--- src/include/video_params.svh ---
`ifndef VIDEO_PARAMS_SVH
`define VIDEO_PARAMS_SVH

// horizontal raster in pixel clocks
`define VID_H_ACTIVE 32
`define VID_H_FRONT  2
`define VID_H_SYNC   4
`define VID_H_BACK   2

// vertical raster in lines
`define VID_V_ACTIVE 8
`define VID_V_FRONT  1
`define VID_V_SYNC   2
`define VID_V_BACK   1

// video memory depth in 32-bit words
`define VID_RAM_WORDS 4096

// register byte addresses, bit 14 set
`define VID_REG_CTRL 16'h4000
`define VID_REG_BASE 16'h4004
`define VID_REG_PAL  16'h4040

`endif

--- src/display_timing.sv ---
`default_nettype none

`include "video_params.svh"

module display_timing (
        input  wire logic  pxl_clk_i,
        input  wire logic  rst_n_i,
        output logic [5:0] x_o,
        output logic [3:0] y_o,
        output logic       active_o,
        output logic       hsync_o,
        output logic       vsync_o
    );

    localparam int H_TOTAL  = `VID_H_ACTIVE + `VID_H_FRONT + `VID_H_SYNC + `VID_H_BACK;
    localparam int V_TOTAL  = `VID_V_ACTIVE + `VID_V_FRONT + `VID_V_SYNC + `VID_V_BACK;
    localparam int HS_START = `VID_H_ACTIVE + `VID_H_FRONT;
    localparam int VS_START = `VID_V_ACTIVE + `VID_V_FRONT;

    localparam logic [5:0] H_LAST   = 6'(H_TOTAL - 1);
    localparam logic [3:0] V_LAST   = 4'(V_TOTAL - 1);
    localparam logic [5:0] H_ACT    = 6'(`VID_H_ACTIVE);
    localparam logic [3:0] V_ACT    = 4'(`VID_V_ACTIVE);
    localparam logic [5:0] HS_FIRST = 6'(HS_START);
    localparam logic [5:0] HS_END   = 6'(HS_START + `VID_H_SYNC);
    localparam logic [3:0] VS_FIRST = 4'(VS_START);
    localparam logic [3:0] VS_END   = 4'(VS_START + `VID_V_SYNC);

    logic [5:0] h_cnt_r;
    logic [3:0] v_cnt_r;

    always_ff @(posedge pxl_clk_i or negedge rst_n_i) begin
        if (!rst_n_i) begin
            h_cnt_r <= '0;
            v_cnt_r <= '0;
        end else if (h_cnt_r == H_LAST) begin
            h_cnt_r <= '0;
            // end of line, advance and wrap the frame
            v_cnt_r <= (v_cnt_r == V_LAST) ? 4'd0 : v_cnt_r + 4'd1;
        end else begin
            h_cnt_r <= h_cnt_r + 6'd1;
        end
    end

    assign x_o      = h_cnt_r;
    assign y_o      = v_cnt_r;
    assign active_o = (h_cnt_r < H_ACT) && (v_cnt_r < V_ACT);
    assign hsync_o  = (h_cnt_r >= HS_FIRST) && (h_cnt_r < HS_END);
    assign vsync_o  = (v_cnt_r >= VS_FIRST) && (v_cnt_r < VS_END);

endmodule

`default_nettype wire

--- config.mk ---
export PLATFORM = sky130hd
export DESIGN_NAME = display_timing
export DESIGN_NICKNAME = d
export VERILOG_FILES = /design/src/display_timing.sv
export VERILOG_INCLUDE_DIRS = /design/src /design/src/include
export SDC_FILE = /design/constraint.sdc
export NUM_CORES = 1
export LEC_CHECK = 0
export ABC_CLOCK_PERIOD_IN_PS = 3770
export BUFFER_PORTS_ARGS = -buffer_cell sky130_fd_sc_hd__buf_2
export CAP_MARGIN = 20
export CORE_AREA = 4 4 41 43
export CTS_BUF_LIST = sky130_fd_sc_hd__clkbuf_4 sky130_fd_sc_hd__clkbuf_8
export DETAILED_ROUTE_END_ITERATION = 8
export DIE_AREA = 0 0 45 47
export HOLD_SLACK_MARGIN = 0.03
export PLACE_DENSITY = 0.7
export SYNTH_ARGS = -nofsm -noshare
export SYNTH_HDL_FRONTEND = slang
export SYNTH_SLANG_ARGS = --single-unit
--- constraint.sdc ---
create_clock -name pxl_clk_i -period 3.77 [get_ports pxl_clk_i]
set_input_delay 0.754 -clock pxl_clk_i [delete_from_list [all_inputs] [get_ports pxl_clk_i]]
set_output_delay 0.754 -clock pxl_clk_i [all_outputs]
set_load 0.02 [all_outputs]
== Yosys cells after proc, flatten, opt, wreduce, memory -nomap -nowiden ==
Cells that the tools add are included.
Storage, ports and cells
  input bits: 2
  output and inout bits: 13
  register bits after elaboration: 10
Operators by class
  muxes and demuxes: 2
  magnitude comparators: 6
  equal/unequal tests: 2
  add/subtract/negate cells: 2
  reduce and logical (&&, ||, !) cells: 3
Operators by type and width (number)
  $lt 6x6->1 const B: 2
  $lt 4x4->1 const B: 2
  $add 6x1->6 const B: 1
  $eq 6x6->1 const B: 1
  $ge 6x6->1 const B: 1
  $mux 6: 1
  $add 4x1->4 const B: 1
  $eq 4x4->1 const B: 1
  $ge 4x4->1 const B: 1
  $mux 4: 1
  $logic_and 1x1->1: 3

== Longest topological paths before layout ==
  depth after elaboration: 2
  depth in mapped cells: 4
  mapped depth without buffers: 4

== Worst setup path after synthesis ==
No wires, ideal clock.
  path kind: register -> output
  start: register h_cnt_r[4], in the netlist x_o[4]
  end: output hsync_o
  path slack: 1761 ps
  arrival time: 1255 ps
  stages on the path, launching flop included: 3
  path buffers: 0
  cell sequence: dfrtp_1 or3b_4 nor2_1
On the way
  cells in the longest elaborated chain, start to end: 2
  elaborated cells between the ends (all ways): 3
  those cells by class: order compare: 2; reduce/logical: 1
RTL lines
  start, declared: RTL line display_timing.sv:29  | logic [5:0] h_cnt_r;
  start signal, assigned: RTL line display_timing.sv:41  | h_cnt_r <= h_cnt_r + 6'd1;
  $ge 6x6->1 / $lt 6x6->1 (equally long branches): RTL line display_timing.sv:48  | assign hsync_o = (h_cnt_r >= HS_FIRST) && (h_cnt_r < HS_END);
  $logic_and 1x1->1 *: RTL line display_timing.sv:48
  end, declared: RTL line display_timing.sv:11  | output logic hsync_o,
Mark *: on every way between the ends. The rest lies on a longest branch, timed or not.

== Worst setup path after layout ==
Same ends and word-level chain as after synthesis.

==> flow_summary.yaml <==
run:
  drv_cap: 0
global_routing:
  grt_max_degree: 11
  antenna_found_initial: 0
  overflow: 0
  grt_first_pass_wirelength_um: 1621
  grt_pass1_vias: 365
  gr-usage-all-layers_pct: 10.87
clock_network:
  cts_tree: "done"
  cts_buffers: 3
  clk_pin_slew_ns: 0.07
  insertion_delay_ns: 0.26
  htree_levels: 1
  cts_sinks: 10
  cts_resized: 0
  hold_buffers: 0
  cts_setup_buffers: 0
  root_buffer: "clkbuf_4"
  clock_path_buffers: 2
synthesis:
  syn_nets: 58
  ys_types: 22
  syn_inst: 52
  synth_area_um2: 543.0
  ys_ff_latch: 10
  async_flop_share_pct: 100.0
  syn_avg_cell_area_um2: 10.44
  synth-seq-area-share_pct: 46.08
  yosysWarningCount: 0
  synth-edff-count: 0
  ys.flop_type: "dfrtp_1"
timing:
  post-route-period-util_pct: 57.72
  hold_viol: 0
  rsz0062_at_grt: "false"
  min_period_ns: 2.176
  setup_viol_count_final: 0
  tightest_slew_ns: 0.2183
  fin_skew_ns: 0.004869
  relSlewSlack_pct: 85.22
  tns_ns: 0
  fmax_mhz: 459.6
  final-max-slew-violation-count: 0
status:
  outcome: "finished, final reports clean"
layout:
  diodes: 0
  syn2layout_area_growth_pct: 22.35
  fin_nets: 76
  fillers: 128
  drive_gt1_share_pct: 34.78
  fin_area_um2: 664.4
place:
  place.gp.congestion: 0.7124
  hpwlAfterDp_um: 735.3
  place_area_um2: 628.1
  io_buffers: 14
floorplanning:
  dieHeight_um: 47
  start_util_pct: 41.73
  fp-row-count: 13
  dieArea_um2: 2115
  ioPinCount: 15
  die_w_um: 45
  core_um2: 1301
drt:
  dr.first_iter.drc_count: 6
  drc: 0
  routed_wl_um: 972
  wire_per_inst_um: 11.57
  postRouteAntennaNets: 0
  viasPerCell: 4.857
  dr.pass1.iters: 4
  via_count: 408
worst_setup_path:
  worst-setup-path-type: "flop to primary output"
  cp-start-kind: "flop"
  end_kind: "primary output"
  required_ns: 3.02
  r2r_start: "x_o[1]"
  cp_max_fo: 5
  regToRegEndpoint: "y_o[2]"
  reg2reg_depth: 4
  rrSetupSlack_ns: 2.29
  worstPathArrival_ns: 1.42
worst_hold_path:
  hold_class: "input port to async pin"
pwr:
  total_power_uw: 207.2
  p_per_area_nw_per_um2: 311.9
  ir_drop_uv: 196.5
  p_leak_nw: 0.3029
==> area by class of cell <==
class / count / area, um2 / area share [%]
Timing Repair Buffer: 14 / 70.07 / 10.55
Multi-Input combinational cell: 35 / 266.5 / 40.11
Tap cell: 15 / 18.77 / 2.825
Clock buffer: 4 / 36.28 / 5.461
Inverter: 6 / 22.52 / 3.390
Sequential cell: 10 / 250.2 / 37.66
==> cells by family after synthesis <==
logic type,share of synthesized area (%)
and+or+nand+nor,17.28
DFF,46.08
buffers and inverters,4.838
AOI/OAI and AO/OA,8.064
xor gates and xnor gates,6.453
muxes,8.064
adders and majority gates,9.217
==> synth_stat cells (2+ instances only) <==
cell type	n	area, um2
xnor2_1	2	17.52
nand3_1	3	15.01
xor2_1	2	17.52
nor2_1	6	22.52
nand2_1	3	11.26
dfrtp_1	10	250.2
ha_1	4	50.05
inv_1	6	22.52
mux2_2	3	33.78
==> state kept, by name (all words and copies together) (netlist names) <==
signal	count
x_o	6
y_o	4
==> through the flow <==
| stage | hold WS (ns) | cells | utilization (%) | setup WS (ns) |
|---|---|---|---|---|
| 6_report | 0.3333 | 84 | 51.06 | 1.594 |
| 5_1_grt | 0.3438 | 84 | 51.06 | 1.544 |
| 4_1_cts | 0.3389 | 84 | 51.06 | 1.582 |
| 2_1_floorplan | 0.4584 | 52 | - | 1.761 |
| 3_5_place_dp | 0.5170 | 80 | 48.27 | 1.869 |
| 3_3_place_gp | 0.5026 | 80 | 48.27 | 1.893 |
==> worst max-delay path, stage by stage (launching register included) <==
cell     delay (ns)
dfrtp_1        0.43
or3b_4         0.46
nor2_1         0.12
buf_2          0.17
==> power by group <==
part,internal (mW),total (mW),switching [mW]
logic,0.000382,0.00234,0.00196
registers,0.107,0.107,0
clock network,0.0585,0.0977,0.0392
==> placed cells by master (no fill, tap or decap), types with 3 or more instances in the layout <==
cell      instances
nand3_1           3
inv_1             6
nand2_1           3
clkbuf_4          3
nor2_1            6
mux2_2            3
ha_1              4
buf_2            14
dfrtp_1          10
==> per-layer routing <==
layer	part of all wire, %	wire [um]	global-route usage (%)
met5	0	0	0
met4	1.1	11	5.263
met3	4.4	43	3.448
met2	47	456	15.82
met1	47	461	14.59
==> worst max path at each step <==
| stage | slack (ns) | from | cells past startpoint | endpoint |
|---|---|---|---|---|
| floorplan | 1.76 | x_o[4] | 2 | hsync_o |
| global placement | 1.89 | x_o[4] | 3 | hsync_o |
| detailed placement | 1.87 | x_o[4] | 3 | hsync_o |
| CTS | 1.58 | x_o[4] | 3 | hsync_o |
| global route | 1.54 | x_o[4] | 3 | hsync_o |
| finish | 1.59 | x_o[4] | 3 | hsync_o |
No activity file was read; power rests on OpenSTA's default activity.
