**src/include/video_params.svh**
```systemverilog
`ifndef VIDEO_PARAMS_SVH
`define VIDEO_PARAMS_SVH

// horizontal raster in pixel clocks
`define VID_H_ACTIVE 32
`define VID_H_FRONT  2
`define VID_H_SYNC   4
`define VID_H_BACK   2

// vertical raster in lines
`define VID_V_ACTIVE 8
`define VID_V_FRONT  1
`define VID_V_SYNC   2
`define VID_V_BACK   1

// video memory depth in 32-bit words
`define VID_RAM_WORDS 4096

// register byte addresses, bit 14 set
`define VID_REG_CTRL 16'h4000
`define VID_REG_BASE 16'h4004
`define VID_REG_PAL  16'h4040

`endif

```
**src/video_pkg.sv**
```systemverilog
`default_nettype none

package video_pkg;

    // cpu and memory word
    typedef logic [31:0] word_t;

    // red in 11:8, green in 7:4, blue in 3:0
    typedef logic [11:0] rgb444_t;

    // one video word, seen either as eight palette indices
    // or as two RGB565 pixels; pixel 0 sits in the low bits
    typedef union packed {
        logic [7:0][3:0]  idx;
        logic [1:0][15:0] rgb565;
    } video_word_u;

endpackage

`default_nettype wire

```
**src/video_ifs.sv**
```systemverilog
`default_nettype none

interface reg_bus_if
    import video_pkg::*;
    ();
    logic        sel;
    logic [15:0] offset;
    word_t       wdata;
    logic        write;
    word_t       rdata;

    modport master (output sel, offset, wdata, write, input rdata);
    modport slave (input sel, offset, wdata, write, output rdata);
endinterface

interface video_cfg_if
    import video_pkg::*;
    ();
    logic               enable;
    logic               mode;
    logic [11:0]        fb_base;
    rgb444_t [15:0]     palette;

    modport source (output enable, mode, fb_base, palette);
    modport sink (input enable, mode, fb_base, palette);
endinterface

`default_nettype wire

```
**src/video_regs.sv**
```systemverilog
`default_nettype none

`include "video_params.svh"

module video_regs
    import video_pkg::*;
    (
        input  wire logic   cpu_clk_i,
        input  wire logic   rst_n_i,
        reg_bus_if.slave    reg_bus,
        video_cfg_if.source cfg
    );

    // palette block covers 16 words from VID_REG_PAL
    localparam logic [15:0] PAL_MASK = 16'hffc0;

    logic [1:0]     ctrl_r;
    logic [11:0]    base_r;
    rgb444_t [15:0] pal_r;
    word_t          rdata_r;
    word_t          rd_mux;
    logic           hit_ctrl;
    logic           hit_base;
    logic           hit_pal;
    logic [3:0]     pal_idx;

    assign hit_ctrl = (reg_bus.offset == `VID_REG_CTRL);
    assign hit_base = (reg_bus.offset == `VID_REG_BASE);
    assign hit_pal  = ((reg_bus.offset & PAL_MASK) == `VID_REG_PAL);
    assign pal_idx  = reg_bus.offset[5:2];

    always_comb begin
        rd_mux = '0;
        if (hit_ctrl) begin
            rd_mux = {30'b0, ctrl_r};
        end else if (hit_base) begin
            rd_mux = {20'b0, base_r};
        end else if (hit_pal) begin
            rd_mux = {20'b0, pal_r[pal_idx]};
        end
    end

    always_ff @(posedge cpu_clk_i or negedge rst_n_i) begin
        if (!rst_n_i) begin
            ctrl_r  <= '0;
            base_r  <= '0;
            pal_r   <= '0;
            rdata_r <= '0;
        end else if (reg_bus.sel) begin
            rdata_r <= rd_mux;
            if (reg_bus.write) begin
                if (hit_ctrl) begin
                    ctrl_r <= reg_bus.wdata[1:0];
                end
                if (hit_base) begin
                    base_r <= reg_bus.wdata[11:0];
                end
                if (hit_pal) begin
                    pal_r[pal_idx] <= reg_bus.wdata[11:0];
                end
            end
        end
    end

    assign reg_bus.rdata = rdata_r;

    assign cfg.enable  = ctrl_r[0];
    assign cfg.mode    = ctrl_r[1];
    assign cfg.fb_base = base_r;
    assign cfg.palette = pal_r;

endmodule

`default_nettype wire

```
**src/flat_wrapper.sv**
```systemverilog
// flat-port wrapper written by rule: the top's interface ports become plain ports
module video_regs_flat import video_pkg::*;
  (cpu_clk_i, rst_n_i, reg_bus_sel, reg_bus_offset, reg_bus_wdata, reg_bus_write, reg_bus_rdata, cfg_enable, cfg_mode, cfg_fb_base, cfg_palette);
  reg_bus_if reg_bus_i ();
  video_cfg_if cfg_i ();
  input  wire logic cpu_clk_i;
  input  wire logic rst_n_i;
  input wire logic [$bits(reg_bus_i.sel)-1:0] reg_bus_sel;
  input wire logic [$bits(reg_bus_i.offset)-1:0] reg_bus_offset;
  input wire logic [$bits(reg_bus_i.wdata)-1:0] reg_bus_wdata;
  input wire logic [$bits(reg_bus_i.write)-1:0] reg_bus_write;
  output wire logic [$bits(reg_bus_i.rdata)-1:0] reg_bus_rdata;
  output wire logic [$bits(cfg_i.enable)-1:0] cfg_enable;
  output wire logic [$bits(cfg_i.mode)-1:0] cfg_mode;
  output wire logic [$bits(cfg_i.fb_base)-1:0] cfg_fb_base;
  output wire logic [$bits(cfg_i.palette)-1:0] cfg_palette;
  assign reg_bus_i.sel = reg_bus_sel;
  assign reg_bus_i.offset = reg_bus_offset;
  assign reg_bus_i.wdata = reg_bus_wdata;
  assign reg_bus_i.write = reg_bus_write;
  assign reg_bus_rdata = reg_bus_i.rdata;
  assign cfg_enable = cfg_i.enable;
  assign cfg_mode = cfg_i.mode;
  assign cfg_fb_base = cfg_i.fb_base;
  assign cfg_palette = cfg_i.palette;
  video_regs u_core (.cpu_clk_i(cpu_clk_i), .rst_n_i(rst_n_i), .reg_bus(reg_bus_i), .cfg(cfg_i));
endmodule
```
**config.mk**
```make
export PLATFORM = sky130hd
export DESIGN_NAME = video_regs_flat
export DESIGN_NICKNAME = d
export VERILOG_FILES = /design/src/video_pkg.sv /design/src/video_ifs.sv /design/src/video_regs.sv /design/src/flat_wrapper.sv
export VERILOG_INCLUDE_DIRS = /design/src /design/src/include
export SDC_FILE = /design/constraint.sdc
export NUM_CORES = 1
export LEC_CHECK = 0
export BUFFER_PORTS_ARGS = -buffer_cell sky130_fd_sc_hd__clkbuf_2
export CAP_MARGIN = 0
export CORE_UTILIZATION = 35
export CTS_CLUSTER_DIAMETER = 120
export DETAILED_ROUTE_END_ITERATION = 8
export PLACE_DENSITY = 0.64
export SLEW_MARGIN = 30
export SYNTH_ARGS = -nofsm -noshare
export SYNTH_HDL_FRONTEND = slang
export SYNTH_SLANG_ARGS = --single-unit
```
**constraint.sdc**
```tcl
create_clock -name cpu_clk_i -period 1.8 [get_ports cpu_clk_i]
set_input_delay 0.18 -clock cpu_clk_i [delete_from_list [all_inputs] [get_ports cpu_clk_i]]
set_output_delay 0.18 -clock cpu_clk_i [all_outputs]
set_load 0.005 [all_outputs]
```
* Yosys cells after proc, flatten, opt, wreduce, memory -nomap -nowiden
Cells that the tools add are included.
Word-level totals: register bits after elaboration 238, input port bits 52, logic and storage cells 36
Operators by class: $lt $le $gt $ge 2, equality and inequality tests 3, multiplexer cells 8, reductions and logical operators 4
Operators by type and width (number):
- 192-bit bitwise mux | 1
- 32-bit two-way mux | 2
- 12-bit binary-select mux with 4-bit select | 1
- 12-bit demux with 4-bit select | 1
- 12-bit two-way mux | 3
- 16-bit by 15-bit == test with 1-bit output, second input constant | 2
- 10-bit by 9-bit == test with 1-bit output, second input constant | 1
- 3-bit AND reduction | 3
- 4-bit by 5-bit less-than comparator with 1-bit output, second input constant | 1
- 4-bit by 1-bit greater-or-equal comparator with 1-bit output, second input constant | 1
- 1-bit logical AND | 1

* Longest topological paths before layout
depth in word-level cells 5, mapped depth 7, gate-level depth less buffers 4

* Worst setup path after synthesis
No wires, ideal clock.
kind input-to-reg, start point in reg_bus_offset[3], end point reg u_core.base_r[10], in the netlist u_core.cfg.fb_base[10], setup time 0.127 ns, data arrival time 1.816 ns, data required time 1.673 ns, slack -0.143 ns, stages on the path 6, path buffers 2, path through buf_2 > or4_1 > or2_1 > nor3_4 > buf_6 > mux2_1
Between the ends: longest elaborated chain between the ends 2
RTL lines:
- from (decl) | line flat_wrapper.sv:9 | input wire logic [$bits(reg_bus_i.offset)-1:0] reg_bus_offset;
- 16-bit by 15-bit == test with 1-bit output (no line)
- 3-bit AND reduction (no line)
- to (signal assigned) | line video_regs.sv:56 | base_r <= reg_bus.wdata[11:0];
- to (decl) | line video_regs.sv:18 | logic [11:0] base_r;
No other way between the ends. A chain may end at the register's enable or synchronous reset.

* Final worst setup path
start point reg u_core.pal_r, in the netlist u_core.cfg.palette[165], end point reg u_core.rdata_r[9], in the netlist u_core.reg_bus.rdata[9]
Between the ends: longest elaborated chain between the ends 5
RTL lines:
- from (decl) | line video_regs.sv:19 | rgb444_t [15:0] pal_r;
- from (signal, indexed assignment) | line video_regs.sv:59 | pal_r[pal_idx] <= reg_bus.wdata[11:0];
- 12-bit binary-select mux with 4-bit select | line video_regs.sv:39 | rd_mux = {20'b0, pal_r[pal_idx]};
- 12-bit two-way mux (implied by the code) | line video_regs.sv:39
- 12-bit two-way mux | line video_regs.sv:38 | end else if (hit_pal) begin
- 32-bit two-way mux | line video_regs.sv:36 | end else if (hit_base) begin
- 32-bit two-way mux | line video_regs.sv:34 | if (hit_ctrl) begin
- to (signal assigned) | line video_regs.sv:50 | rdata_r <= rd_mux;
- to (decl) | line video_regs.sv:20 | word_t rdata_r;
No other way between the ends. The select of a mux whose other input is x is not followed.

==> impl_metrics.csv <==
group,metric,value,unit
power_and_ir_drop,ir_drop,0.000544,V
clock_network,clk_pin_slew,0.06,ns
synth,synth_commonest_cells,"dfrtp_1 (218), mux2_2 (213), mux4_2 (46)",
run_status,status,"finished clean",
timing,setup_violations,0,
timing,period_minus_slack,1.53,ns
drt,via_per_inst,5.11,
global_route,grt_pass1_vias,7074,
drt,drcViolationCount,0,
layout,register_area,5460,um^2
global_route,grt_pass1_wl,46.3,mm
timing,grt_setup_unrepaired,"no",
worst_setup_path,critPathBufInv,0,
clock_network,cts_resized,0,
min_path,holdCritPathClass,"in2async",
synth,synth_area_leaders,"dfrtp_1 (54%), mux2_2 (24%), mux4_2 (10%)",
place,dp_hpwl,22.5,mm
synth,synth_most_common_cell,"dfrtp_1",
clock_network,postCtsSetupBuffers,0,
timing,final.setup.tns,0,ns
clock_network,cts_sinks,218,
layout,insertedDiodeCount,0,
worst_setup_path,critPathKind,"reg2reg",
worst_setup_path,end_kind,"flop",
place,port_buffers,249,
die,io_pins,290,
clock_network,htreeDepth,1,
power_and_ir_drop,p_per_area,765,nW/um^2
worst_setup_path,cpMaxStageDelayCell,"mux4_2",
layout,fin_nets,1002,
global_route,track_usage,20.3,%
die,dieHeight,173,um
timing,hold_viol,0,
synth,synth_top_area_share,53.5,%
global_route,antenna_found_initial,0,
layout,fin_cells,1349,
layout,area_growth,29.0,%
timing,fin_crit_sh,85.0,%
drt,drtIter0Drc,379,
place,dp.cells,1306,
worst_setup_path,path_delay_family,"multiplexers",
clock_network,clock-root-buffer,"clkbuf_16",
worst_setup_path,cp.arrival,1.92,ns
synth,yosys_warnings,0,
global_route,overflow,0,
clock_network,cts_tree,"done",
clock_network,ctsLongestPathBuffers,3,
die,dieArea,29800,um^2
run,drv_cap,0,
drt,vias,6900,
synth,ys_seq_area_share,53.5,%
clock_network,cts_made_buffers,25,
synth,synth_cell_types,37,
synth,netlist_instances,670,
worst_setup_path,critPathLaunchType,"flop",
die,coreArea,28700,um^2
drt,drt_first_pass_iters,5,
synth,synth.largest_area_cell,"dfrtp_1",
drt,ant_nets,0,
global_route,grt_start_max_net_pins,56,
layout,multi_input_area,4490,um^2
synth,avgSynthCellArea,15.2,um^2
worst_setup_path,critical_path.max_fanout,3,
timing,setup_slack,0.270,ns
layout,final_layout_size_suffix_gt1_share,65.5,%
drt,wl_per_cell,22.4,um
die,start_util,35.5,%
synth,synth_edf_count,0,
power_and_ir_drop,leakage,6.71,nW
worst_setup_path,path_cells,"mux4_2, mux2_2, nand3_1, nand3_1",
drt,drt_wl_total,30.2,mm
worst_setup_path,max_stage_delay,0.52,ns
timing,slew_violations,0,
die,die_x,173,um
synth,synthArstFlopShare,100,%
worst_setup_path,crit_required,2.19,ns
synth,yosys_register_bits,218,
worst_setup_path,crit_top_cell,"nand3_1",
timing,finClkSkew,0.00822,ns
timing,clock.fmax,654,MHz
layout,fillers,2633,
clock_network,ctsHoldBuffers,1,
synth,synth_area,10200,um^2
clock_network,clkLatencyLatePin,0.52,ns
place,gp_congestion,0.834,
die,rows,62,
power_and_ir_drop,p_total,0.0101,W
place,dp_slack,-0.197,ns
synth,synth_ff_type,"dfrtp_1",
## state kept, by name, summed over array words and instances, names as in the netlist
name and cells:
u_core.cfg.palette 192, u_core.ctrl_r 2, u_core.cfg.fb_base 12, u_core.reg_bus.rdata 12
## cell type report
cell class | count | share of cell area, %
Clock buffer | 39 | 5.47
Sequential cell | 218 | 41.5
Inverter | 2 | 0.0571
Multi-Input combinational cell | 396 | 34.1
Clock inverter | 3 | 0.143
Timing Repair Buffer | 307 | 15.0
Tap cell | 384 | 3.66
## per-layer routing
layer | part of all wire, % | GRT usage (%) | vias up
li1 | - | - | 3026
met1 | 44 | 27.6 | 3615
met2 | 49 | 33.2 | 214
met3 | 4.7 | 3.50 | 45
met4 | 2.9 | 6.44 | 0
met5 | 0 | 0 | -
## final timing paths
check / from / end / depth (start not counted) / slack (ns)
worst min register to register: u_core.reg_bus.rdata[7]$_DFFE_PN0P_ / u_core.reg_bus.rdata[7]$_DFFE_PN0P_ / 2 / 0.49
worst max-delay path: u_core.cfg.palette[165]$_DFFE_PN0P_ / u_core.reg_bus.rdata[9]$_DFFE_PN0P_ / 4 / 0.27
max in group asynchronous: rst_n_i / u_core.cfg.palette[18]$_DFFE_PN0P_ / 3 / 0.94
min in group cpu_clk_i: reg_bus_wdata[9] / u_core.cfg.fb_base[9]$_DFFE_PN0P_ / 2 / 0.19
worst max register to register: u_core.cfg.palette[165]$_DFFE_PN0P_ / u_core.reg_bus.rdata[9]$_DFFE_PN0P_ / 4 / 0.27
worst min-delay path: rst_n_i / u_core.cfg.palette[32]$_DFFE_PN0P_ / 2 / 0.17
## cells by family (layout without fill, tap and decap cells)
| logic type | after synthesis | count (layout) | share of synthesized area (%) |
|---|---|---|---|
| AO/OA/AOI/OAI | 20 | 20 | 1.62 |
| buffers and inverters | 75 | 351 | 4.11 |
| flip-flops | 218 | 218 | 53.5 |
| multiplexers | 276 | 276 | 35.5 |
| other | 1 | 20 | 0.0368 |
| AND/OR/NAND/NOR | 80 | 80 | 5.13 |
## cells in the final DEF, fill, tap and decap left out, types with 2 or more instances in the layout
master / Yosys / routed
mux4_2: 46 / 46
and3_1: 2 / 2
clkbuf_16: 0 / 25
dfrtp_1: 218 / 218
clkbuf_1: 25 / 10
clkinv_2: 0 / 2
a22oi_1: 2 / 2
nand2b_1: 6 / 6
mux2i_1: 4 / 4
mux2_1: 13 / 3
buf_12: 0 / 22
conb_1: 1 / 20
nand3b_1: 10 / 10
o22ai_1: 2 / 2
a221oi_1: 2 / 2
nor2_1: 3 / 3
mux2_2: 213 / 213
nand3_1: 23 / 23
clkbuf_8: 0 / 4
mux2_4: 0 / 10
inv_1: 2 / 2
buf_4: 28 / 36
or2_2: 2 / 2
nand2_1: 6 / 6
nor3_2: 9 / 16
o31ai_1: 2 / 2
clkbuf_2: 0 / 247
a32oi_1: 12 / 12
## worst register-to-register path: stages, from the launching register on
cell     delay (ns)
dfrtp_1        0.40
mux4_2         0.52
mux2_2         0.32
nand3_1        0.10
nand3_1        0.07
## power breakdown
part           switching [W]  internal [W]
sequential        0.00000261       0.00491
clock                0.00194       0.00271
combinational       0.000338      0.000156
## metrics by stage
stage / utilization, % / cell area [um^2] / hold WS, ns
6_report: 45.8 / 13100 / 0.168
4_1_cts: 45.8 / 13100 / 0.176
2_1_floorplan: - / 10300 / -0.116
5_1_grt: 45.8 / 13100 / 0.185
3_3_place_gp: 43.2 / 12400 / 0.140
3_5_place_dp: 43.2 / 12400 / 0.142
Power figures use the tool's default switching activity.
