===== src/include/video_params.svh =====
`ifndef VIDEO_PARAMS_SVH
`define VIDEO_PARAMS_SVH

// horizontal raster in pixel clocks
`define VID_H_ACTIVE 32
`define VID_H_FRONT  2
`define VID_H_SYNC   4
`define VID_H_BACK   2

// vertical raster in lines
`define VID_V_ACTIVE 8
`define VID_V_FRONT  1
`define VID_V_SYNC   2
`define VID_V_BACK   1

// video memory depth in 32-bit words
`define VID_RAM_WORDS 4096

// register byte addresses, bit 14 set
`define VID_REG_CTRL 16'h4000
`define VID_REG_BASE 16'h4004
`define VID_REG_PAL  16'h4040

`endif


===== src/video_pkg.sv =====
`default_nettype none

package video_pkg;

    // cpu and memory word
    typedef logic [31:0] word_t;

    // red in 11:8, green in 7:4, blue in 3:0
    typedef logic [11:0] rgb444_t;

    // one video word, seen either as eight palette indices
    // or as two RGB565 pixels; pixel 0 sits in the low bits
    typedef union packed {
        logic [7:0][3:0]  idx;
        logic [1:0][15:0] rgb565;
    } video_word_u;

endpackage

`default_nettype wire


===== src/video_ifs.sv =====
`default_nettype none


interface video_cfg_if
    import video_pkg::*;
    ();
    logic               enable;
    logic               mode;
    logic [11:0]        fb_base;
    rgb444_t [15:0]     palette;

    modport source (output enable, mode, fb_base, palette);
    modport sink (input enable, mode, fb_base, palette);
endinterface

`default_nettype wire


===== src/pixel_pipeline.sv =====
`default_nettype none

module pixel_pipeline
    import video_pkg::*;
    (
        input  wire logic        pxl_clk_i,
        input  wire logic        rst_n_i,

        // raster position from the timing generator
        input  wire logic [5:0]  x_i,
        input  wire logic [3:0]  y_i,
        input  wire logic        active_i,
        input  wire logic        hsync_i,
        input  wire logic        vsync_i,

        video_cfg_if.sink        cfg,

        // video ram pixel port
        output logic             ram_cs_o,
        output logic [11:0]      ram_addr_o,
        input  wire word_t       ram_data_i,

        output rgb444_t          rgb_o,
        output logic             de_o,
        output logic             hsync_o,
        output logic             vsync_o
    );

    logic [11:0] line_off;
    logic [11:0] word_off;
    logic [2:0]  sub_r;
    logic        act_r;
    logic        hs_r;
    logic        vs_r;
    logic        en_meta_r;
    logic        en_sync_r;
    video_word_u vword;
    logic [15:0] px565;
    rgb444_t     colour;

    // packed: 4 words per line, direct: 16 words per line
    always_comb begin
        if (cfg.mode) begin
            line_off = {4'b0, y_i, 4'b0000};
            word_off = {7'b0, x_i[5:1]};
        end else begin
            line_off = {6'b0, y_i, 2'b00};
            word_off = {9'b0, x_i[5:3]};
        end
    end

    assign ram_cs_o   = active_i;
    assign ram_addr_o = cfg.fb_base + line_off + word_off;

    // stage 1, alongside the ram read
    always_ff @(posedge pxl_clk_i or negedge rst_n_i) begin
        if (!rst_n_i) begin
            act_r <= 1'b0;
            hs_r  <= 1'b0;
            vs_r  <= 1'b0;
        end else begin
            act_r <= active_i;
            hs_r  <= hsync_i;
            vs_r  <= vsync_i;
        end
    end

    always_ff @(posedge pxl_clk_i) begin
        sub_r <= x_i[2:0];
    end

    // enable comes from the cpu clock domain
    always_ff @(posedge pxl_clk_i or negedge rst_n_i) begin
        if (!rst_n_i) begin
            en_meta_r <= 1'b0;
            en_sync_r <= 1'b0;
        end else begin
            en_meta_r <= cfg.enable;
            en_sync_r <= en_meta_r;
        end
    end

    assign vword = ram_data_i;
    assign px565 = vword.rgb565[sub_r[0]];

    // rgb565 keeps the top 4 bits of each channel
    assign colour = cfg.mode ? {px565[15:12], px565[10:7], px565[4:1]}
                             : cfg.palette[vword.idx[sub_r]];

    // stage 2, registered outputs
    always_ff @(posedge pxl_clk_i or negedge rst_n_i) begin
        if (!rst_n_i) begin
            rgb_o   <= '0;
            de_o    <= 1'b0;
            hsync_o <= 1'b0;
            vsync_o <= 1'b0;
        end else begin
            rgb_o   <= (act_r && en_sync_r) ? colour : '0;
            de_o    <= act_r;
            hsync_o <= hs_r;
            vsync_o <= vs_r;
        end
    end

endmodule

`default_nettype wire


===== src/flat_wrapper.sv =====
// flat-port wrapper written by rule: the top's interface ports become plain ports
module pixel_pipeline_flat import video_pkg::*;
  (pxl_clk_i, rst_n_i, x_i, y_i, active_i, hsync_i, vsync_i, ram_cs_o, ram_addr_o, ram_data_i, rgb_o, de_o, hsync_o, vsync_o, cfg_enable, cfg_mode, cfg_fb_base, cfg_palette);
  video_cfg_if cfg_i ();
  input  wire logic pxl_clk_i;
  input  wire logic rst_n_i;
  input  wire logic [5:0] x_i;
  input  wire logic [3:0] y_i;
  input  wire logic active_i;
  input  wire logic hsync_i;
  input  wire logic vsync_i;
  output logic ram_cs_o;
  output logic [11:0] ram_addr_o;
  input  wire word_t ram_data_i;
  output rgb444_t rgb_o;
  output logic de_o;
  output logic hsync_o;
  output logic vsync_o;
  input wire logic [$bits(cfg_i.enable)-1:0] cfg_enable;
  input wire logic [$bits(cfg_i.mode)-1:0] cfg_mode;
  input wire logic [$bits(cfg_i.fb_base)-1:0] cfg_fb_base;
  input wire logic [$bits(cfg_i.palette)-1:0] cfg_palette;
  assign cfg_i.enable = cfg_enable;
  assign cfg_i.mode = cfg_mode;
  assign cfg_i.fb_base = cfg_fb_base;
  assign cfg_i.palette = cfg_palette;
  pixel_pipeline u_core (.pxl_clk_i(pxl_clk_i), .rst_n_i(rst_n_i), .x_i(x_i), .y_i(y_i), .active_i(active_i), .hsync_i(hsync_i), .vsync_i(vsync_i), .cfg(cfg_i), .ram_cs_o(ram_cs_o), .ram_addr_o(ram_addr_o), .ram_data_i(ram_data_i), .rgb_o(rgb_o), .de_o(de_o), .hsync_o(hsync_o), .vsync_o(vsync_o));
endmodule

===== config.mk =====
export PLATFORM = sky130hd
export DESIGN_NAME = pixel_pipeline_flat
export DESIGN_NICKNAME = d
export VERILOG_FILES = /design/src/include/video_params.svh /design/src/video_pkg.sv /design/src/video_ifs.sv /design/src/pixel_pipeline.sv /design/src/flat_wrapper.sv
export SDC_FILE = /design/constraint.sdc
export NUM_CORES = 1
export LEC_CHECK = 0
export BUFFER_PORTS_ARGS = -buffer_cell sky130_fd_sc_hd__buf_4
export CAP_MARGIN = 0
export CELL_PAD_IN_SITES_DETAIL_PLACEMENT = 1
export CELL_PAD_IN_SITES_GLOBAL_PLACEMENT = 2
export CORE_MARGIN = 2
export CORE_UTILIZATION = 20
export CTS_BUF_LIST = sky130_fd_sc_hd__clkbuf_4 sky130_fd_sc_hd__clkbuf_8
export DETAILED_ROUTE_END_ITERATION = 12
export GPL_TIMING_DRIVEN = 0
export PLACE_DENSITY = 0.9
export SYNTH_ARGS = -nofsm -noshare
export SYNTH_HDL_FRONTEND = slang
export SYNTH_SLANG_ARGS = --single-unit

===== constraint.sdc =====
create_clock -name pxl_clk_i -period 6.45 [get_ports pxl_clk_i]
set_input_delay 1.29 -clock pxl_clk_i [delete_from_list [all_inputs] [get_ports pxl_clk_i]]
set_output_delay 1.29 -clock pxl_clk_i [all_outputs]
set_load 0.005 [all_outputs]

* After elaboration in Yosys (flattened, before gate mapping)
Cells that the tools add are included.
** Storage, ports and cells
- Register bits :: 23
- Latch bits :: 0
- Bits in writable memories :: 0
- ROM bits :: 0
- Bits of input ports :: 253
- Output and inout port bits :: 28
- Logic and storage cells :: 26
- Memories kept :: 0
** Cells by class
- Add/sub/neg operators :: 2
- Multipliers :: 0
- Div/mod/pow operators :: 0
- Order comparisons :: 3
- Equality and inequality tests :: 0
- Shifts and indexed selects :: 0
- Mux-type cells :: 10
- Bitwise operators :: 0
- Reduce and logical (&&, ||, !) cells :: 1
** Operator list (count)
- 12-bit binary-select mux with 4-bit select :: 1
- 12-bit two-way mux :: 3
- 16-bit two-way mux :: 2
- 12-bit by 5-bit adder with 12-bit output :: 1
- 12-bit by 8-bit adder with 12-bit output :: 1
- 4-bit binary-select mux with 3-bit select :: 1
- 8-bit two-way mux :: 1
- 4-bit by 5-bit < comparator with 1-bit output, second input constant :: 1
- 5-bit two-way mux :: 1
- 3-bit by 4-bit < comparator with 1-bit output, second input constant :: 1
- 4-bit two-way mux :: 1
- 1-bit by 2-bit < comparator with 1-bit output, second input constant :: 1
- 1-bit logical AND :: 1

* Longest topological paths before layout
Gate-level depths: netlist of the first run.
- Word-level depth :: 6
- Mapped depth :: 13
- Depth with buffers taken out :: 11

* Worst setup path after synthesis of the first run
No wires, ideal clock.
- Kind :: input -> output
- Start point :: in cfg_mode
- End point :: out ram_addr_o[11]
- Arrival :: 4189 ps
- Required time :: 5160 ps
- Path slack :: 971 ps
- Stages on the path :: 13
- Path buffers :: 2
- Cells stage by stage :: clkbuf_1 -> buf_1 -> mux2_2 -> ha_1 -> ha_1 -> fa_1 -> a21o_1 -> a21oi_1 -> nor2b_1 -> o21a_1 -> o221a_2 -> nand3_1 -> xnor2_1
** Between the ends
- Cells in the longest elaborated chain, start to end :: 3
- Elaborated cells on any way between the ends :: 4
- Those cells by class :: add/sub (2); mux (2)
** Ends and longest elaborated chain
- start, declared :: RTL line flat_wrapper.sv:20 : input wire logic [$bits(cfg_i.mode)-1:0] cfg_mode;
- 8-bit two-way mux :: RTL line pixel_pipeline.sv:43 : if (cfg.mode) begin
- 12-bit by 8-bit adder with 12-bit output :: RTL line pixel_pipeline.sv:53 : assign ram_addr_o = cfg.fb_base + line_off + word_off;
- 12-bit by 5-bit adder with 12-bit output (*) :: RTL line pixel_pipeline.sv:53
- end, declared :: RTL line flat_wrapper.sv:13 : output logic [11:0] ram_addr_o;
Mark *: on every way between the ends. The rest lies on a longest branch, timed or not.

* Worst setup path after layout of the first run
Ends and elaborated chain as after synthesis.

==> impl_metrics.tcl, run 1 <==
set metrics [dict create \
    outcome "complete, no violations" \
    grt_max_degree 21 \
    syn_inst 420 \
    seq_power_share_pct 21.2 \
    cts.root.buffer_cell "clkbuf_8" \
    syn_to_final_growth_pct 69.9 \
    netlist_top_cells_area "mux2i_1 (29%), dfrtp_1 (14%), nand2_1 (5.4%), nor2_1 (5.2%), ha_1 (4.7%)" \
    arrival_ns 4.92 \
    holdWs_ns 0.360 \
    cp.depth 14 \
    min_from "u_core.hs_r" \
    synth_edf_count 0 \
    clock_path_buffers 2 \
    cts_tree "yes" \
    synth_largest_area_cell "mux2i_1" \
    diodes 0 \
    ys_warn_count 0 \
    yosysSeqAreaShare_pct 16.2 \
    ys.flop_type "dfrtp_1" \
    antenna_found_initial 0 \
    drt_first_pass_iters 4 \
    power_density_nw_per_um2 126 \
    critPathBufInv 3 \
    path_common_cell "ha_1" \
    crit_path_end "ram_addr_o[11]" \
    max_slew_margin_pct 43.4 \
    worstSetupStartpoint "cfg_mode" \
    cts_buffers 3 \
    maxCapViolations 0 \
    synth.ff_latch_count 23 \
    peakVddDrop_uv 67.5 \
    hold_path_class "reg -> reg" \
    min_period_over_period_pct 96.2 \
    rsz0062_at_grt "no" \
    dr.first_iter.drc_count 145 \
    finalMaxSlewViolations 0 \
    worst_pin_slew_ns 0.832 \
    r2r-end "u_core.rgb_o[2]" \
    die_w_um 136 \
    path_cells "clkbuf_1 > buf_1 > mux2_2 > ha_1 > ha_1 > fa_1 > a21o_1 > a21oi_1 > nor2b_1 > o21a_1 > o221a_2 > nand3_1 > xnor2_1 > buf_4" \
    clkPwrFrac_pct 14.1 \
    syn_avg_cell_area_um2 8.26 \
    ys_async_sr_fraction_pct 87.0 \
    num_vias 4437 \
    coreArea_um2 17100 \
    crit_path_start_kind "input port" \
    drive_gt1_share_pct 45.0 \
    slowest_delay_ns 0.52 \
    yosysUniqueCellTypes 47 \
    grt_overflow_total 0 \
    port_buffers 279 \
    setup_tns_ns 0 \
    htree_levels 1 \
    synth_area_um2 3470 \
    post_cts_buffers 0 \
    die_area_um2 18400 \
    drc 0 \
    p_sw_w 0.000283 \
    rows 48 \
    clkTransAtPathRegs_ns 0.09 \
    reg2reg_depth 8 \
    cpLargestDelayFamily "buffers and inverters" \
    n_fill_cell 2108 \
    wirelength_um 18800 \
    required_ns 5.16 \
    period_needed_ns 6.21 \
    syn-num-nets 690 \
    p_leak_nw 3.00 \
    ctsResizeCount 0 \
    hold_violations 0 \
    fmax_ghz 0.161 \
    internal_power_w 0.000457 \
    grt_pass1_wl_um 26800 \
    multi_input_area_um2 2710 \
    initial_core_util_pct 20.3 \
    grt_pass1_vias 4690 \
    setup_viol 0 \
    avgRoutedWirePerCell_um 20.3 \
    cp_max_fo 10 \
    io_pins 281 \
    synth_top_area_share_pct 28.9 \
    cts_hold_buf 0 \
    finClkSkew_ns 0.00964 \
    cp-end-kind "output port" \
    nets 974 \
    worstSetupPathType "in -> out" \
    layout_common_cells "buf_4 (283), mux2i_1 (100), nand2_1 (50)" \
    hpwlAfterDp_um 16000 \
    seq_area_um2 561 \
    comb_power_share_pct 64.7 \
    mostFrequentLayoutCell "buf_4" \
    place.gp.congestion 0.786 \
    grt_use_total_pct 19.4 \
    die_h_um 136 \
    worst-r2r-setup-slack_ns 3.18 \
    crit_slowest_cell "buf_1" \
    insertion_delay_ns 0.28 \
    r2r_start "u_core.sub_r[2]" \
    ant_nets 0 \
    cts.sinks 23 \
    p_sw_share_pct 38.3 \
    via_per_inst 4.78 \
]
## cells in the mapped netlist (4+ instances only)
cell type	number
buf_6	4
mux2i_1	100
dfrtp_1	20
buf_2	10
nand4_1	11
and2_1	8
a221oi_1	11
mux2_2	4
ha_1	13
xnor2_1	7
a22oi_1	13
clkbuf_1	13
o22ai_1	11
nand2_1	50
nor2b_1	9
buf_4	4
a21oi_1	6
fa_1	4
nand3_1	24
mux4_2	4
nor2_1	48
## logic make-up (layout without fill, tap and decap cells)
| family | count (synthesis) | count (layout) | share of synthesized area, % |
|---|---|---|---|
| AND/OR/NAND/NOR | 166 | 166 | 22.3 |
| multiplexers | 109 | 109 | 33.2 |
| AO/OA/AOI/OAI | 59 | 59 | 13.5 |
| buffers and inverters | 37 | 320 | 5.66 |
| flip-flops | 23 | 23 | 16.2 |
| adder cells (fa/ha/maj) | 17 | 17 | 7.00 |
| XOR/XNOR | 9 | 9 | 2.27 |
## worst min path at each step
| stage | to | slack (ns) | cells past startpoint |
|---|---|---|---|
| 6_report | u_core.hsync_o | 0.36 | 0 |
| 5_1_grt | u_core.vsync_o | 0.39 | 0 |
| 4_1_cts | u_core.hsync_o | 0.37 | 0 |
| 3_5_place_dp | u_core.hsync_o | 0.34 | 0 |
| 3_3_place_gp | u_core.en_sync_r | 0.33 | 0 |
| 2_1_floorplan | u_core.en_sync_r | 0.33 | 0 |
## area by class of cell
type / count / share of cell area [%]
Multi-Input combinational cell: 360 / 46.0
Timing Repair Buffer: 279 / 35.5
Sequential cell: 23 / 9.51
Tap cell: 225 / 4.78
Buffer: 33 / 3.08
Clock buffer: 4 / 0.828
Inverter: 4 / 0.255
## power groups by stage
stage	logic, W	clock network (W)	registers [W]
after global placement	0.000479	0	0.000159
after global routing	0.000524	0.000118	0.000158
final	0.000479	0.000104	0.000157
after floorplan	0.000238	0	0.000160
after CTS	0.000487	0.000113	0.000157
after detailed placement	0.000485	0	0.000160
## per-stage QoR
stage	utilization [%]	power, W	setup slack [ns]	instances	cell area [um2]
2_1_floorplan	-	0.000398	0.971	420	3470
3_3_place_gp	34.1	0.000638	0.251	924	5840
3_5_place_dp	34.1	0.000645	0.224	924	5840
4_1_cts	34.4	0.000757	0.216	928	5890
5_1_grt	34.4	0.000800	0.0387	928	5890
6_report	34.4	0.000740	0.242	928	5890
## sequential cells by signal, indices dropped and copies added (netlist names)
signal / flops
u_core.vs_r: 1
u_core.sub_r: 3
u_core.hsync_o: 1
u_core.hs_r: 1
u_core.en_meta_r: 1
u_core.act_r: 1
u_core.vsync_o: 1
u_core.rgb_o: 12
u_core.de_o: 1
u_core.en_sync_r: 1
## metal layers
layer  vias to the layer above  GRT usage (%)  wire [um]
met5                         -              0          0
met4                         0           4.63        401
met1                      2099           23.6       7680
met3                        28           4.04       1410
li1                       2123              -          -
met2                       187           34.8       9350
No activity file was read; power rests on OpenSTA's default activity.
==> run 2: changes to the inputs <==
PLACE_DENSITY = 0.93   (was 0.9)
==> run 2 against run 1 <==
  * Final cell count unchanged
  * Critical path depth unchanged
  * Total power up 0.88%
  * Global-route usage up 0.12 points
  * Register-to-register slack better by 0.04 ns
  * Critical path type unchanged
==> impl_metrics.tcl, run 2 (synthesis gave the netlist of run 1 again) <==
set metrics [dict create \
    cts.root.buffer_cell "clkbuf_8" \
    period_needed_ns 5.98 \
    reg2reg_depth 9 \
    die_w_um 136 \
    required_ns 5.16 \
    path_cells "clkbuf_1 > clkbuf_2 > mux2_2 > ha_1 > ha_1 > fa_1 > a21o_1 > a21oi_1 > nor2b_1 > o21a_1 > o221a_2 > nand3_1 > xnor2_1 > buf_4" \
    hpwlAfterDp_um 16000 \
    arrival_ns 4.69 \
    largest_register_ffs 12 \
    r2r-end "u_core.rgb_o[2]" \
    cp.depth 14 \
    regMostFlops "u_core.rgb_o" \
    post_cts_buffers 0 \
    instances_no_fill 928 \
    die_h_um 136 \
    die_area_um2 18400 \
    grt_max_degree 21 \
    cp-end-kind "output port" \
    p_leak_nw 3.00 \
    diodes 0 \
    insertion_delay_ns 0.28 \
    dr.first_iter.drc_count 148 \
    peakVddDrop_uv 68.3 \
    io_pins 281 \
    syn_to_final_growth_pct 69.9 \
    num_vias 4430 \
    fmax_ghz 0.167 \
    wirelength_um 18900 \
    drive_gt1_share_pct 45.1 \
    via_per_inst 4.77 \
    finClkSkew_ns 0.00860 \
    min_path_cells 0 \
    drt_first_pass_iters 4 \
    rows 48 \
    ctsResizeCount 0 \
    worstSetupPathType "in -> out" \
    grt_pass1_vias 4689 \
    top_regs "u_core.rgb_o (12), u_core.sub_r (3)" \
    rsz0062_at_grt "no" \
    place.gp.congestion 0.870 \
    critPathBufInv 3 \
    hold_path_class "reg -> reg" \
    min_from "u_core.en_meta_r" \
    dpl.cell_count 924 \
    finalMaxSlewViolations 0 \
    maxCapViolations 0 \
    crit_path_start_kind "input port" \
    grt_overflow_total 0 \
    mostFrequentLayoutCell "buf_4" \
    nets 974 \
    slowest_delay_ns 0.47 \
    coreArea_um2 17100 \
    outcome "complete, no violations" \
    port_buffers 279 \
    r2r_start "u_core.sub_r[2]" \
    htree_levels 1 \
    cts_tree "yes" \
    worst-r2r-setup-slack_ns 3.22 \
    cts_buffers 3 \
    antenna_found_initial 0 \
    max_slew_margin_pct 47.5 \
    drc 0 \
    min_period_over_period_pct 92.7 \
    setup_viol 0 \
    min_to "u_core.en_sync_r" \
    cpLargestDelayFamily "adder cells" \
    setup_tns_ns 0 \
    layout_common_cells "buf_4 (283), mux2i_1 (100), nand2_1 (50)" \
    hold_violations 0 \
    clock_path_buffers 2 \
    initial_core_util_pct 20.3 \
    power_density_nw_per_um2 127 \
    grt_pass1_wl_um 26900 \
    cp_max_fo 10 \
    ant_nets 0 \
    path_common_cell "ha_1" \
    crit_slowest_cell "fa_1" \
    cts.sinks 23 \
    holdWs_ns 0.356 \
    worst_pin_slew_ns 0.772 \
    avgRoutedWirePerCell_um 20.3 \
    clkTransAtPathRegs_ns 0.09 \
    grt_use_total_pct 19.5 \
    cts_hold_buf 0 \
    finalPower_w 0.000747 \
]
-- run 2: cell types whose count changed in the layout (fill, tap and decap cells not counted), sizes merged --
| cell | change |
|---|---|
| clkbuf | +1 |
| buf | -1 |
-- run 2: layout make-up --
cell class / count / area (um2)
tap: 225 / 282
buffer: 33 / 183
inverter: 4 / 15.0
clock buffer: 4 / 48.8
sequential: 23 / 561
fill: 2086 / 11200
multi-input combinational: 360 / 2710
timing repair buffer: 279 / 2090
-- run 2: worst register-to-register path, stage by stage, from the launching register on --
cell and delay (ns):
dfxtp_1 0.35, clkbuf_1 0.42, mux4_2 0.41, mux2i_2 0.64, inv_2 0.22, nor3_1 0.30
buf_2 0.31, nand3_1 0.20, nand4_1 0.22, nor2_1 0.08
-- run 2: routing by layer --
metal | share of wire, % | global-route usage [%]
met1 | 41 | 23.3
met5 | 0 | 0
met4 | 1.1 | 3.70
met2 | 52 | 36.7
met3 | 6.7 | 3.11
-- run 2: power breakdown --
| part | leakage (nW) | internal [W] | switching (W) |
|---|---|---|---|
| sequential | 0.279 | 0.000153 | 0.00000334 |
| combinational | 2.70 | 0.000256 | 0.000227 |
| clock | 0.0262 | 0.0000487 | 0.0000592 |
| total | 3.00 | 0.000458 | 0.000289 |
-- run 2: worst max-delay path by stage --
stage	to	startpoint
2_1_floorplan	ram_addr_o[11]	cfg_mode
3_3_place_gp	ram_addr_o[11]	cfg_mode
3_5_place_dp	ram_addr_o[11]	cfg_mode
4_1_cts	ram_addr_o[11]	cfg_mode
5_1_grt	ram_addr_o[11]	cfg_mode
6_report	ram_addr_o[11]	cfg_mode
-- run 2: through the flow --
step	utilization (%)	cell area (um2)	setup WS [ns]
2_1_floorplan	-	3470	0.971
3_3_place_gp	34.1	5840	0.356
3_5_place_dp	34.1	5840	0.226
4_1_cts	34.4	5890	0.215
5_1_grt	34.4	5890	0.127
6_report	34.4	5890	0.471
==> run 3: changes to the inputs <==
ABC_CLOCK_PERIOD_IN_PS = 6450   (was unset)
MAX_ROUTING_LAYER = met4   (was unset)
==> run 3 against run 2 <==
  * Maximum frequency decreased by 0.37%
  * Setup slack got worse by 0.022 ns
  * Combinational power about the same
  * Critical path type unchanged
  * Final cell count unchanged
  * Highest routed layer unchanged
  * Largest cell class unchanged
  * Total power increased by 0.12%
  * Design area unchanged
  * Sequential share of layout area unchanged
  * Die area unchanged
  * Critical endpoint unchanged
==> impl_metrics.tcl, run 3 (synthesis gave the netlist of run 1 again) <==
set metrics [dict create \
    outcome "complete, no violations" \
    required_ns 5.16 \
    die_area_um2 18400 \
    fmax_ghz 0.167 \
    syn_to_final_growth_pct 69.9 \
    grt_overflow_total 0 \
    final_area_um2 5890 \
    layout_common_cells "buf_4 (283), mux2i_1 (100), nand2_1 (50)" \
    grt_pass1_vias 4696 \
    clock_path_buffers 2 \
    post_cts_buffers 0 \
    n_fill_cell 2086 \
    die_h_um 136 \
    hold_path_class "reg -> reg" \
    insertion_delay_ns 0.28 \
    instances_no_fill 928 \
    drc 0 \
    dr.first_iter.drc_count 153 \
    antenna_found_initial 0 \
    cp-end-kind "output port" \
    diodes 0 \
    max_slew_margin_pct 47.6 \
    cts_tree "yes" \
    initial_core_util_pct 20.3 \
    cts.sinks 23 \
    largest_register_ffs 12 \
    hpwlAfterDp_um 16000 \
    avgRoutedWirePerCell_um 20.3 \
    dpl.cell_count 924 \
    grt_use_total_pct 20.1 \
    cp_max_fo 10 \
    coreArea_um2 17100 \
    via_per_inst 4.77 \
    setup_tns_ns 0 \
    htree_levels 1 \
    peakVddDrop_uv 68.1 \
    clkTransAtPathRegs_ns 0.10 \
    hold_violations 0 \
    port_buffers 279 \
    arrival_ns 4.71 \
    maxCapViolations 0 \
    place.gp.congestion 0.884 \
    p_leak_nw 3.00 \
    wirelength_um 18800 \
    nets 974 \
    cts_buffers 3 \
    finClkSkew_ns 0.00687 \
    drive_gt1_share_pct 45.1 \
    placed_area_um2 5840 \
    rsz0062_at_grt "no" \
    die_w_um 136 \
    grt_max_degree 21 \
    num_vias 4423 \
    power_density_nw_per_um2 127 \
    cts.root.buffer_cell "clkbuf_8" \
    ant_nets 0 \
    io_pins 281 \
    mostFrequentLayoutCell "buf_4" \
    worstSetupPathType "in -> out" \
    min_period_over_period_pct 93.0 \
    rows 48 \
    top_regs "u_core.rgb_o (12), u_core.sub_r (3)" \
    setup_viol 0 \
    finalMaxSlewViolations 0 \
    period_needed_ns 6.00 \
    worst_pin_slew_ns 0.771 \
    drt_first_pass_iters 4 \
    regMostFlops "u_core.rgb_o" \
    grt_pass1_wl_um 26800 \
    crit_path_start_kind "input port" \
]
[run 3: critical path: stages]
cell,delay (ns)
clkbuf_1,0.40
clkbuf_2,0.37
mux2_2,0.37
ha_1,0.27
ha_1,0.23
fa_1,0.47
a21o_1,0.17
a21oi_1,0.23
nor2b_1,0.08
o21a_1,0.19
o221a_2,0.28
nand3_1,0.11
xnor2_1,0.12
buf_4,0.13
[run 3: worst paths after layout]
check	slack, ns	start	cells after the start	end
worst max-delay path	0.45	cfg_mode	14	ram_addr_o[11]
worst min-delay path	0.36	u_core.en_meta_r	0	u_core.en_sync_r
worst max register to register	3.21	u_core.sub_r[2]	9	u_core.rgb_o[2]
worst min register to register	0.36	u_core.en_meta_r	0	u_core.en_sync_r
max in group asynchronous	5.31	rst_n_i	1	u_core.en_sync_r
min in group asynchronous	0.89	rst_n_i	1	u_core.rgb_o[8]
[run 3: power breakdown]
| group | internal, W | switching, W | total, W | leakage [nW] |
|---|---|---|---|---|
| logic | 0.000256 | 0.000227 | 0.000483 | 2.70 |
| clock network | 0.0000487 | 0.0000598 | 0.000109 | 0.0262 |
| registers | 0.000153 | 0.00000335 | 0.000157 | 0.279 |
[run 3: timing repair]
| action | 4_1_cts | 5_1_grt |
|---|---|---|
| gates resized for setup | 0 | 1 |
| endpoints found under the setup margin | 0 | 1 |
| hold buffers | 0 | 0 |
[run 3: layout make-up]
class / count / area (um2) / share of cell area [%]
multi-input cells: 360 / 2710 / 46.0
well taps: 225 / 282 / 4.78
inverters: 4 / 15.0 / 0.255
repair buffers: 279 / 2090 / 35.5
plain buffers: 33 / 183 / 3.10
flip-flops and latches: 23 / 561 / 9.51
clock buffers: 4 / 48.8 / 0.828
[run 3: through the flow]
stage                     worst slack [ns]  utilization, %  hold slack (ns)  power (W)
after floorplan                      0.971               -            0.331   0.000398
after global placement               0.356            34.1            0.332   0.000641
after detailed placement             0.226            34.1            0.336   0.000647
after CTS                            0.215            34.4            0.361   0.000761
after global routing                 0.120            34.4            0.377   0.000805
final                                0.449            34.4            0.356   0.000748
[run 3: layer usage]
layer	part of all wire [%]	wire [um]	global-route usage (%)	vias up
met3	5.9	1100	2.51	11
met5	0	0	-	-
met2	52	9720	36.7	161
met4	1.1	202	3.70	0
li1	-	-	-	2124
met1	41	7810	23.7	2127
